[config.mk]
export PLATFORM = sky130hd
export DESIGN_NAME = i8080_core
export DESIGN_NICKNAME = d
export VERILOG_FILES = /design/src/bus_pkg.sv /design/src/cpu_pkg.sv /design/src/i8080_core.sv /design/src/cpu_control.sv /design/src/reg_file.sv /design/src/alu.sv
export SDC_FILE = /design/constraint.sdc
export NUM_CORES = 1
export LEC_CHECK = 0
export BUFFER_PORTS_ARGS = -buffer_cell sky130_fd_sc_hd__buf_4
export CORE_MARGIN = 3
export CORE_UTILIZATION = 24
export CTS_BUF_LIST = sky130_fd_sc_hd__clkbuf_4 sky130_fd_sc_hd__clkbuf_8
export DETAILED_ROUTE_END_ITERATION = 8
export GPL_TIMING_DRIVEN = 0
export REMOVE_ABC_BUFFERS = 1
export SETUP_SLACK_MARGIN = 0.3
export SYNTH_ARGS = -nofsm -noshare
export SYNTH_HDL_FRONTEND = slang
export SYNTH_SLANG_ARGS = --single-unit
[constraint.sdc]
create_clock -name clk -period 8 [get_ports clk]
set_clock_uncertainty 0.15 [all_clocks]
set_input_delay 0.4 -clock clk [delete_from_list [all_inputs] [get_ports clk]]
set_output_delay 0.4 -clock clk [all_outputs]
set_load 0.05 [all_outputs]
[src/bus_pkg.sv]
/*
 * External bus definitions: the kind of cycle the core runs and the
 * request it drives onto the memory and port strobes
 */
`default_nettype none

package bus_pkg;

    typedef enum logic [2:0] {
        bus_fetch,      // Opcode read at pc
        bus_operand,    // Immediate or address byte at pc
        bus_mem_read,
        bus_mem_write,
        bus_port_out,
        bus_idle
    } bus_op_t;

    typedef struct packed {
        logic [15:0] addr;
        logic [7:0]  wdata;
        logic        read_mem;
        logic        write_mem;
        logic        write_port;
    } bus_req_t;

endpackage

`default_nettype wire

[src/cpu_pkg.sv]
/*
 * 8080 instruction set definitions: register numbers, ALU operations,
 * branch conditions, flag layout and the opcode field split
 */
`default_nettype none

package cpu_pkg;

    typedef enum logic [2:0] {
        reg_b = 3'd0,
        reg_c = 3'd1,
        reg_d = 3'd2,
        reg_e = 3'd3,
        reg_h = 3'd4,
        reg_l = 3'd5,
        reg_a = 3'd7   // Code 6 is M, not implemented
    } reg_num_t;

    // Values 0..7 match the opcode mid field of the ALU group
    typedef enum logic [3:0] {
        alu_add  = 4'd0,
        alu_adc  = 4'd1,
        alu_sub  = 4'd2,
        alu_sbb  = 4'd3,
        alu_and  = 4'd4,
        alu_xor  = 4'd5,
        alu_or   = 4'd6,
        alu_cmp  = 4'd7,
        alu_inr  = 4'd8,
        alu_dcr  = 4'd9,
        alu_none = 4'd10
    } alu_op_t;

    typedef enum logic [2:0] {
        cond_nz, cond_z, cond_nc, cond_c, cond_po, cond_pe, cond_p, cond_m
    } cond_t;

    typedef struct packed {
        logic s;
        logic z;
        logic ac;
        logic p;
        logic c;
    } flags_t;

    typedef struct packed {
        logic [1:0] group;
        logic [2:0] mid;    // Destination, ALU op or condition
        logic [2:0] low;    // Source register or sub-opcode
    } opcode_t;

    localparam logic [7:0] HLT = 8'h76;
    localparam logic [7:0] NOP = 8'h00;
    localparam logic [7:0] LDA = 8'h3a;
    localparam logic [7:0] STA = 8'h32;
    localparam logic [7:0] JMP = 8'hc3;
    localparam logic [7:0] OUT = 8'hd3;

endpackage

`default_nettype wire
[src/i8080_core.sv]
/*
 * 8080 subset core top level
 * Connects controller, register file and ALU to the external bus
 */
`timescale 1ns/1ps
`default_nettype none

module i8080_core #(
    parameter logic [15:0] RESET_PC = 16'h0000
) (
    input  logic        clk,
    input  logic        reset,
    input  logic [7:0]  data,
    output logic [15:0] addr,
    output logic [7:0]  w_data,
    output logic        read_mem,
    output logic        write_mem,
    output logic        write_port,
    output logic        hlt
);
    import cpu_pkg::*;
    import bus_pkg::*;

    bus_req_t   bus;
    alu_op_t    alu_op;
    reg_num_t   rd_sel;
    reg_num_t   wr_sel;
    flags_t     flags;
    flags_t     alu_flags;
    flags_t     flags_mask;
    logic [7:0] alu_a;
    logic [7:0] alu_b;
    logic [7:0] alu_result;
    logic [7:0] rd_data;
    logic [7:0] acc;
    logic [7:0] ctrl_wr_data;
    logic [7:0] rf_wr_data;
    logic       wr_en;
    logic       flags_en;

    // INR and DCR work on the selected register, all else on A
    assign alu_a      = (alu_op == alu_inr || alu_op == alu_dcr) ? rd_data : acc;
    assign rf_wr_data = (alu_op == alu_none) ? ctrl_wr_data : alu_result;

    cpu_control #(
        .RESET_PC(RESET_PC)
    ) control_i (
        .clk       (clk),
        .reset     (reset),
        .data      (data),
        .bus       (bus),
        .hlt       (hlt),
        .alu_op    (alu_op),
        .alu_b     (alu_b),
        .rd_sel    (rd_sel),
        .rd_data   (rd_data),
        .acc       (acc),
        .flags     (flags),
        .wr_en     (wr_en),
        .flags_en  (flags_en),
        .wr_sel    (wr_sel),
        .wr_data   (ctrl_wr_data),
        .flags_mask(flags_mask)
    );

    reg_file regs_i (
        .clk       (clk),
        .reset     (reset),
        .rd_sel    (rd_sel),
        .rd_data   (rd_data),
        .acc       (acc),
        .wr_en     (wr_en),
        .wr_sel    (wr_sel),
        .wr_data   (rf_wr_data),
        .flags_en  (flags_en),
        .flags_mask(flags_mask),
        .new_flags (alu_flags),
        .flags     (flags)
    );

    alu alu_i (
        .op      (alu_op),
        .a       (alu_a),
        .b       (alu_b),
        .carry_in(flags.c),
        .result  (alu_result),
        .flags   (alu_flags)
    );

    assign addr       = bus.addr;
    assign w_data     = bus.wdata;
    assign read_mem   = bus.read_mem;
    assign write_mem  = bus.write_mem;
    assign write_port = bus.write_port;

endmodule

`default_nettype wire

[src/cpu_control.sv]
/*
 * 8080 controller: fetch, decode and execute FSM with the program
 * counter, opcode latch and address latch. Drives the external bus request
 */
`timescale 1ns/1ps
`default_nettype none

module cpu_control #(
    parameter logic [15:0] RESET_PC = 16'h0000
) (
    input  logic              clk,
    input  logic              reset,
    input  logic [7:0]        data,
    output bus_pkg::bus_req_t bus,
    output logic              hlt,
    output cpu_pkg::alu_op_t  alu_op,
    output logic [7:0]        alu_b,
    output cpu_pkg::reg_num_t rd_sel,
    input  logic [7:0]        rd_data,
    input  logic [7:0]        acc,
    input  cpu_pkg::flags_t   flags,
    output logic              wr_en,
    output logic              flags_en,
    output cpu_pkg::reg_num_t wr_sel,
    output logic [7:0]        wr_data,
    output cpu_pkg::flags_t   flags_mask
);
    import cpu_pkg::*;
    import bus_pkg::*;

    typedef enum logic [2:0] {
        st_fetch, st_operand, st_addr_lo, st_addr_hi, st_mem, st_port, st_halt
    } state_t;

    state_t      state;
    logic [15:0] pc;
    logic [15:0] addr_latch;
    opcode_t     ir;
    opcode_t     cur;
    bus_op_t     bus_op;
    logic        cond_ok;

    logic is_mov, is_alu_reg, is_incdec, is_mvi, is_alu_imm, is_jcc;
    logic is_lda, is_sta, is_jmp, is_out, is_hlt;

    // Opcode is live on the bus during fetch, latched afterwards
    assign cur = (state == st_fetch) ? opcode_t'(data) : ir;

    assign is_hlt     = (cur == HLT);
    assign is_mov     = (cur.group == 2'b01) && (cur.mid != 3'b110) && (cur.low != 3'b110);
    assign is_alu_reg = (cur.group == 2'b10) && (cur.low != 3'b110);
    assign is_incdec  = (cur.group == 2'b00) && (cur.low[2:1] == 2'b10) && (cur.mid != 3'b110);
    assign is_mvi     = (cur.group == 2'b00) && (cur.low == 3'b110) && (cur.mid != 3'b110);
    assign is_alu_imm = (cur.group == 2'b11) && (cur.low == 3'b110);
    assign is_jcc     = (cur.group == 2'b11) && (cur.low == 3'b010);
    assign is_lda     = (cur == LDA);
    assign is_sta     = (cur == STA);
    assign is_jmp     = (cur == JMP);
    assign is_out     = (cur == OUT);

    always_comb
    begin
        case (cond_t'(cur.mid))
            cond_nz: cond_ok = !flags.z;
            cond_z:  cond_ok = flags.z;
            cond_nc: cond_ok = !flags.c;
            cond_c:  cond_ok = flags.c;
            cond_po: cond_ok = !flags.p;
            cond_pe: cond_ok = flags.p;
            cond_p:  cond_ok = !flags.s;
            default: cond_ok = flags.s;
        endcase
    end

    // Register file and ALU strobes
    always_comb
    begin
        alu_op     = alu_none;
        alu_b      = rd_data;
        rd_sel     = reg_a;
        wr_en      = 1'b0;
        wr_sel     = reg_a;
        wr_data    = data;
        flags_en   = 1'b0;
        flags_mask = '1;
        case (state)
            st_fetch:
            begin
                if (is_mov)
                begin
                    rd_sel  = reg_num_t'(cur.low);
                    wr_en   = 1'b1;
                    wr_sel  = reg_num_t'(cur.mid);
                    wr_data = rd_data;
                end
                else if (is_alu_reg)
                begin
                    rd_sel   = reg_num_t'(cur.low);
                    alu_op   = alu_op_t'({1'b0, cur.mid});
                    wr_en    = (cur.mid != 3'b111);    // CMP leaves A alone
                    flags_en = 1'b1;
                end
                else if (is_incdec)
                begin
                    rd_sel       = reg_num_t'(cur.mid);
                    alu_op       = cur.low[0] ? alu_dcr : alu_inr;
                    wr_en        = 1'b1;
                    wr_sel       = reg_num_t'(cur.mid);
                    flags_en     = 1'b1;
                    flags_mask.c = 1'b0;
                end
            end
            st_operand:
            begin
                if (is_mvi)
                begin
                    wr_en  = 1'b1;
                    wr_sel = reg_num_t'(cur.mid);
                end
                else if (is_alu_imm)
                begin
                    alu_op   = alu_op_t'({1'b0, cur.mid});
                    alu_b    = data;
                    wr_en    = (cur.mid != 3'b111);
                    flags_en = 1'b1;
                end
            end
            st_mem: wr_en = is_lda;    // LDA result into A
            default: ;
        endcase
    end

    always_comb
    begin
        case (state)
            st_fetch:                         bus_op = bus_fetch;
            st_operand, st_addr_lo, st_addr_hi: bus_op = bus_operand;
            st_mem:   bus_op = is_sta ? bus_mem_write : bus_mem_read;
            st_port:  bus_op = bus_port_out;
            default:  bus_op = bus_idle;
        endcase
    end

    assign bus.addr       = (bus_op == bus_fetch || bus_op == bus_operand) ? pc : addr_latch;
    assign bus.wdata      = acc;
    assign bus.read_mem   = (bus_op == bus_fetch) || (bus_op == bus_operand) ||
                            (bus_op == bus_mem_read);
    assign bus.write_mem  = (bus_op == bus_mem_write);
    assign bus.write_port = (bus_op == bus_port_out);

    always_ff @(posedge clk or negedge reset)
    begin
        if (!reset)
        begin
            state <= st_fetch;
            pc    <= RESET_PC;
            hlt   <= 1'b0;
        end
        else
        begin
            case (state)
                st_fetch:
                begin
                    pc <= pc + 16'h0001;
                    if (is_hlt)
                    begin
                        hlt   <= 1'b1;
                        state <= st_halt;
                    end
                    else if (is_mvi || is_alu_imm || is_out)
                        state <= st_operand;
                    else if (is_lda || is_sta || is_jmp || (is_jcc && cond_ok))
                        state <= st_addr_lo;
                    else if (is_jcc)
                        pc <= pc + 16'h0003;    // Step over the target address
                end
                st_operand:
                begin
                    pc    <= pc + 16'h0001;
                    state <= is_out ? st_port : st_fetch;
                end
                st_addr_lo:
                begin
                    pc    <= pc + 16'h0001;
                    state <= st_addr_hi;
                end
                st_addr_hi:
                begin
                    if (is_jmp || is_jcc)
                    begin
                        pc    <= {data, addr_latch[7:0]};
                        state <= st_fetch;
                    end
                    else
                    begin
                        pc    <= pc + 16'h0001;
                        state <= st_mem;
                    end
                end
                st_mem, st_port: state <= st_fetch;
                st_halt: state <= st_halt;    // Left only through reset
                default: state <= st_fetch;
            endcase
        end
    end

    always_ff @(posedge clk)
    begin
        case (state)
            st_fetch:   ir <= data;
            st_operand: addr_latch <= {8'h00, data};    // Port number for OUT
            st_addr_lo: addr_latch[7:0] <= data;
            st_addr_hi: addr_latch[15:8] <= data;
            default: ;
        endcase
    end

    a_no_rd_wr: assert property (@(posedge clk) disable iff (!reset)
        !(bus.read_mem && bus.write_mem))
        else $error("cpu_control: read_mem and write_mem high together");

endmodule

`default_nettype wire

[src/reg_file.sv]
/*
 * Register file: B, C, D, E, H, L and A plus the flag register
 * Writes and flag updates are strobed by the controller
 */
`timescale 1ns/1ps
`default_nettype none

module reg_file (
    input  logic              clk,
    input  logic              reset,
    input  cpu_pkg::reg_num_t rd_sel,
    output logic [7:0]        rd_data,
    output logic [7:0]        acc,
    input  logic              wr_en,
    input  cpu_pkg::reg_num_t wr_sel,
    input  logic [7:0]        wr_data,
    input  logic              flags_en,
    input  cpu_pkg::flags_t   flags_mask,
    input  cpu_pkg::flags_t   new_flags,
    output cpu_pkg::flags_t   flags
);
    import cpu_pkg::*;

    logic [7:0] regs [0:6];

    // A sits in the slot that M would use
    function automatic logic [2:0] slot(input reg_num_t r);
        return (r == reg_a) ? 3'd6 : r;
    endfunction

    always_ff @(posedge clk or negedge reset)
    begin
        if (!reset)
        begin
            for (int i = 0; i < 7; i++)
                regs[i] <= 8'h00;
            flags <= '0;
        end
        else
        begin
            if (wr_en)
                regs[slot(wr_sel)] <= wr_data;
            if (flags_en)   // Masked flags keep their value
                flags <= flags_t'((flags & ~flags_mask) | (new_flags & flags_mask));
        end
    end

    assign rd_data = regs[slot(rd_sel)];
    assign acc     = regs[6];

endmodule

`default_nettype wire

[src/alu.sv]
/*
 * 8080 ALU, purely combinational
 * Add, subtract and logic ops with S, Z, AC, P and C generation
 */
`timescale 1ns/1ps
`default_nettype none

module alu (
    input  cpu_pkg::alu_op_t op,
    input  logic [7:0]       a,
    input  logic [7:0]       b,
    input  logic             carry_in,
    output logic [7:0]       result,
    output cpu_pkg::flags_t  flags
);
    import cpu_pkg::*;

    logic [8:0] full;   // Bit 8 is carry or borrow
    logic [4:0] nib;    // Bit 4 is the half carry

    always_comb
    begin
        full = {1'b0, b};
        nib  = 5'h00;
        case (op)
            alu_add:
            begin
                full = {1'b0, a} + {1'b0, b};
                nib  = {1'b0, a[3:0]} + {1'b0, b[3:0]};
            end
            alu_adc:
            begin
                full = {1'b0, a} + {1'b0, b} + {8'h00, carry_in};
                nib  = {1'b0, a[3:0]} + {1'b0, b[3:0]} + {4'h0, carry_in};
            end
            alu_sub, alu_cmp:
            begin
                full = {1'b0, a} - {1'b0, b};
                nib  = {1'b0, a[3:0]} - {1'b0, b[3:0]};
            end
            alu_sbb:
            begin
                full = {1'b0, a} - {1'b0, b} - {8'h00, carry_in};
                nib  = {1'b0, a[3:0]} - {1'b0, b[3:0]} - {4'h0, carry_in};
            end
            alu_and: full = {1'b0, a & b};
            alu_xor: full = {1'b0, a ^ b};
            alu_or:  full = {1'b0, a | b};
            alu_inr:
            begin
                full = {1'b0, a} + 9'h001;
                nib  = {1'b0, a[3:0]} + 5'h01;
            end
            alu_dcr:
            begin
                full = {1'b0, a} - 9'h001;
                nib  = {1'b0, a[3:0]} - 5'h01;
            end
            default: full = {1'b0, b};  // Pass b through when idle
        endcase
    end

    assign result   = full[7:0];
    assign flags.s  = full[7];
    assign flags.z  = (full[7:0] == 8'h00);
    assign flags.ac = nib[4];
    assign flags.p  = ~^full[7:0];  // Even parity
    assign flags.c  = full[8];      // Always zero for the logic ops

    // The controller builds op from opcode fields, so check it stays in range
    always_comb
    begin
        a_op_legal: assert (op inside {[alu_add : alu_none]})
            else $error("alu: illegal operation code %0d", op);
    end

endmodule

`default_nettype wire

==> flow_summary.ini, run 1 <==
[outcome]
status = finished, violations left
violations = hold timing

[worst_setup_path]
worstRegToRegCells = 24
cp_common_cell = a21oi_1
cp-end-kind = flop
critPathLaunch = control_i.state[2]$_DFFE_PN0P_
r2r-start = control_i.state[2]$_DFFE_PN0P_
start_kind = flop
path_delay_family = compound AO/OA/AOI/OAI gates
worstPathCellList = buf_12, nor3_4, buf_16, nand2b_1, o22a_1, o211ai_4, nand4_1, a21oi_1, nor3_1, mux2i_2, inv_1, ha_1, or2_2, a211oi_2, o211ai_1, or4_1, a32oi_1, a21oi_1, nor4_2, a21boi_0, ha_1, xor2_1, xnor2_1, a21oi_1
cp_slowest_cell = dfrtp_4
crit_cells = 24
path_max_fanout = 33
slowest_delay_ps = 650
crit_arrival_ps = 7440
r2r_end = regs_i.flags[1]$_DFFE_PN0P_
cp-endpoint = regs_i.flags[1]$_DFFE_PN0P_
path_class = reg2reg
r2r_slack_ps = 680
worst-path-buf-inv = 3
crit_required_ps = 8120

[timing]
tightestPinTransition_ps = 1141
hold_slack_ps = -2.662
setup_viol = 0
finalHoldViolCount = 2
final.min_clock_period_ps = 7318
period_share = 0.9148
clock.fmax_ghz = 0.1366
max_slew_margin = 0.2392
fin_ws_ps = 681.7
slew_violations = 0
rsz0062_at_grt = false

[clocking]
clockBufferDepth = 2
root_buffer = clkbuf_8
cts_num_sinks = 104
htree_levels = 3
clkTransAtPathRegs_ps = 120
numCtsBuffers = 9
clk_latency_ps = 390
cts_tree = done

[finish]
syn2layout_area_growth_pct = 10.14
diodes = 0
final_core_util = 0.2708
stdcell_area_sq_um = 10320
nets = 1123
drive_above_1_share = 0.1676
fin_cells = 1585

[hold_path]
min_path_type = in2async

[grt]
overflow = 0
gr-usage-all-layers = 0.1395
grt_pass1_vias = 8026
grt_first_pass_wirelength_microns = 46400
antenna_found_initial = 0
grt_max_degree = 81

[yosys]
ys_seq_area_frac = 0.2821
synthDominantCellAreaShare = 0.2137
synth-async-reset-ratio = 0.7692
yosysWarnings = 0
synth_most_common_cell = nand2_1
ys_types = 104
ys_seq_elements = 104
ys_top_cells_by_count = nand2_1 (93), dfrtp_1 (80), nor2_1 (71)
synth_ff_type = dfrtp_1
yosysTopAreaCell = dfrtp_1
synthesis.area_sq_um = 9369
synth.avg_cell_area_sq_um = 8.659
synthCells = 1082
synthTopCellsByArea = dfrtp_1 (21%), mux2_2 (7.6%), ha_1 (5.5%), edfxtp_1 (5.1%), nand2_1 (3.7%)
synth_edf_count = 16

[placed_design]
dpl_worst_slack_ps = -484.1
placedCellCount = 1563
dp.final_hpwl_microns = 21740
gp_congestion = 0.9190
io_buffers = 37
place_area_sq_um = 10000

[route]
wirelength_microns = 29670
drt_iter0_drc = 786
detailroute.via_count = 8527
final_antenna_net_count = 0
drc = 0
via_per_inst = 5.380
wl_per_cell_microns = 18.72
first_pass_iters = 5

[die]
core_area_sq_um = 38110
ios = 38
die_area_sq_um = 41440
chipWidth_microns = 203.6
rows = 71
start_util = 0.2458
die_h_microns = 203.6

[job]
drv_cap = 0
placed cells by master, fill, tap and decap left out, drive strengths merged, types with 12 or more instances in the layout:
master,instances
nand3,41
nand2,94
a21oi,61
nor3,32
a31oi,14
mux2,63
and3,16
o21a,12
a211oi,16
edfxtp,16
and2,14
buf,46
xnor2,34
mux2i,32
dfrtp,80
inv,58
o31ai,15
ha,41
nor2,75
a21o,13
o21ai,57
nor2b,16
nand4,17
per-layer routing:
layer	global-route usage	vias to the layer above	part of all wire
met2	0.2229	297	0.46
met4	0.03171	0	0.015
met5	0	-	0
met3	0.02458	30	0.068
li1	-	3981	-
met1	0.1969	4219	0.46
worst register-to-register path: cells and delay by family (launching register included):
kind                     cells  cell delay [ps]
adder cells (fa/ha/maj)      2              660
AO/OA/AOI/OAI                9             2270
XOR/XNOR                     2              380
flip-flops                   1              650
AND/OR/NAND/NOR              7             1970
multiplexers                 1              410
buffers and inverters        3              720
cell type report:
class	instances	area, sq um
well taps	511	639.4
clock buffers	9	123.9
clock inverters	7	92.59
repair buffers	46	377.9
inverters	54	203.9
flip-flops and latches	104	2649
fillers	4102	27790
multi-input cells	854	6232
cells by family after synthesis:
group,share of synthesized area
buffers and inverters,0.05849
DFF,0.2821
and+or+nand+nor,0.2099
xor gates and xnor gates,0.04407
adders and majority gates,0.06223
muxes,0.1112
AOI/OAI and AO/OA,0.2320
registers in the layout, summed over array words and instances (netlist names), named ones only:
signal / count
control_i.pc: 16
control_i.hlt: 1
control_i.ir: 8
regs_i.regs: 48
control_i.addr_latch: 16
control_i.state: 3
regs_i.acc: 8
regs_i.flags: 3
how the worst min path moves through the flow:
| stage | to | slack [ps] | startpoint | cells past startpoint |
|---|---|---|---|---|
| after floorplan | asynchronous set/reset pin | -50 | reset | 0 |
| after global placement | regs_i.flags[3]$_DFFE_PN0P_ | 320 | regs_i.flags[3]$_DFFE_PN0P_ | 2 |
| after detailed placement | regs_i.regs[39]$_DFFE_PN0P_ | 330 | regs_i.regs[39]$_DFFE_PN0P_ | 2 |
| after CTS | control_i.pc[6]$_DFFE_PN0P_ | 70 | reset | 1 |
| after global routing | control_i.pc[15]$_DFFE_PN0P_ | 90 | reset | 1 |
| final | control_i.pc[15]$_DFFE_PN0P_ | -3 | reset | 1 |
through the flow:
step | hold slack (ps) | TNS, ps
2_1_floorplan | -45.59 | 0
3_3_place_gp | 316.7 | -36880
3_5_place_dp | 325.9 | -2231
4_1_cts | 72.21 | 0
5_1_grt | 90.42 | 0
6_report | -2.662 | 0
what timing repair did:
item	CTS	global route
endpoints found under the setup margin	24	2
buffers inserted	3	1
resized for setup	6	7
pin swaps	1	0
hold buffers	0	0
Power of run 1 is left out: the tool's default activity adds up to more than one toggle a clock period on the data nets, which glitch-free logic cannot reach.
==> run 2, diff against run 1 <==
==> constraint.sdc (replaced) <==
create_clock -name clk -period 7.66 [get_ports clk]
set_clock_uncertainty 0.15 [all_clocks]
set_input_delay 0.383 -clock clk [delete_from_list [all_inputs] [get_ports clk]]
set_output_delay 0.383 -clock clk [all_outputs]
set_load 0.05 [all_outputs]
==> run 2 against run 1 <==
Effect of this change: the run still ends with hold timing left; critical path depth stayed put; global-route usage hardly changed; final area is 0.51% higher; via count is 0.16% lower; routed wire length is 0.10% lower; sequential share of layout area is 0.13 points lower; sequential cell count stayed put; register-to-register slack worse by 60 ps; first-iteration DRC count is 3.9% lower; setup slack worse by 57 ps; final cell count is 0.19% higher; highest routed layer unchanged.
==> flow_summary.ini, run 2 (synthesis results as in run 1) <==
[clocking]
cts_hold_buf = 0
numCtsBuffers = 9
root_buffer = clkbuf_8
cts_tree = done
cts_num_sinks = 104
clkTransAtPathRegs_ps = 110
htree_levels = 3
clockBufferDepth = 2
clk_latency_ps = 390

[route]
drt_iter0_drc = 755
first_pass_iters = 5
detailroute.via_count = 8513
via_per_inst = 5.361
wirelength_microns = 29640
wl_per_cell_microns = 18.67
drc = 0
final_antenna_net_count = 0

[finish]
largest_reg_flops = 48
final_cell_mix = nand2_1 (93), dfrtp_1 (77), nor2_1 (71), mux2_2 (63), a21oi_1 (55)
syn2layout_area_growth_pct = 10.70
drive_above_1_share = 0.1755
final_core_util = 0.2721
top_regs = regs_i.regs (48), control_i.addr_latch (16), control_i.pc (16)
diodes = 0
layout_commonest_cell = nand2_1
top_register = regs_i.regs
nets = 1126

[grt]
grt_first_pass_wirelength_microns = 46470
grt_pass1_vias = 8039
antenna_found_initial = 0
gr-usage-all-layers = 0.1397
overflow = 0
grt_max_degree = 81

[timing]
max_slew_margin = 0.2393
slew_violations = 0
final.min_clock_period_ps = 7035
hold_slack_ps = -7.378
finalHoldViolCount = 3
rsz0062_at_grt = false
setup-tns-final_ps = 0
tightestPinTransition_ps = 1141
clock.fmax_ghz = 0.1421
setup_viol = 0
period_share = 0.9184

[die]
start_util = 0.2458
ios = 38
chipWidth_microns = 203.6
rows = 71
die_area_sq_um = 41440
die_h_microns = 203.6
core_area_sq_um = 38110

[placed_design]
io_buffers = 37
dp.final_hpwl_microns = 21740
gp_congestion = 0.9190

[worst_setup_path]
start_kind = flop
crit_arrival_ps = 7150
cp-end-kind = flop
path_class = reg2reg
crit_required_ps = 7780
path_max_fanout = 33

[outcome]
violations = hold timing
status = finished, violations left

[hold_path]
min_path_type = in2async

[job]
drv_cap = 0
==> run 2: changes by cell type in the layout (fill, tap and decap cells not counted), sizes merged <==
cell | before | now
buf | 46 | 49
==> run 2: area by class of cell <==
type	count	area [sq um]
Tap cell	511	639.4
Multi-Input combinational cell	854	6259
Inverter	54	203.9
Timing Repair Buffer	49	404.1
Sequential cell	104	2649
Clock inverter	7	92.59
Fill cell	4097	27740
Clock buffer	9	123.9
==> run 2: final timing paths <==
kind                                                 from                           endpoint  slack (ps)  cells past startpoint
setup / recovery           control_i.state[2]$_DFFE_PN0P_        regs_i.flags[1]$_DFFE_PN0P_         620                     24
hold / removal                                      reset       control_i.pc[15]$_DFFE_PN0P_          -7                      1
setup reg to reg           control_i.state[2]$_DFFE_PN0P_        regs_i.flags[1]$_DFFE_PN0P_         620                     24
hold reg to reg               regs_i.flags[3]$_DFFE_PN0P_        regs_i.flags[3]$_DFFE_PN0P_         360                      2
max in group asynchronous                           reset     control_i.state[2]$_DFFE_PN0P_        6530                      1
min in group clk                                  data[3]  control_i.addr_latch[3]$_DFFE_PN_         200                      1
==> run 2: timing repair <==
| action | 4_1_cts | 5_1_grt |
|---|---|---|
| gates resized for setup | 11 | 8 |
| pin swaps | 1 | 2 |
| setup endpoints to repair | 39 | 2 |
| setup buffers | 4 | 3 |
==> run 2: per-stage QoR <==
step                      instance area (sq um)  cells  setup WS (ps)  hold slack [ps]
after floorplan                            9025   1012          691.0           -62.59
after global routing                      10370   1588          319.0            73.42
after detailed placement                  10000   1563         -824.1            325.9
after global placement                     9942   1560          -2026            316.7
final                                     10370   1588          624.9           -7.378
after CTS                                 10290   1583          419.1            55.20
==> run 2: critical path, stage by stage (launching register included) <==
cell,delay [ps]
dfrtp_4,610
buf_12,210
nor3_4,270
buf_16,210
nand2b_1,190
o22a_1,330
o211ai_4,420
nand4_1,180
a21oi_2,270
nor3_1,110
mux2i_2,310
inv_1,230
ha_1,380
or2_2,350
a211oi_2,290
o211ai_1,270
or4_1,580
a32oi_1,180
a21oi_1,120
nor4_2,270
a21boi_0,220
ha_1,260
xor2_1,150
xnor2_1,230
a21oi_1,100
==> run 2: routing by layer <==
metal | GRT usage | wire (microns)
met1 | 0.1975 | 13390
met2 | 0.2235 | 13570
met3 | 0.02378 | 2079
met4 | 0.03196 | 606
met5 | 0 | 0
Power of run 2 is left out for the same reason.
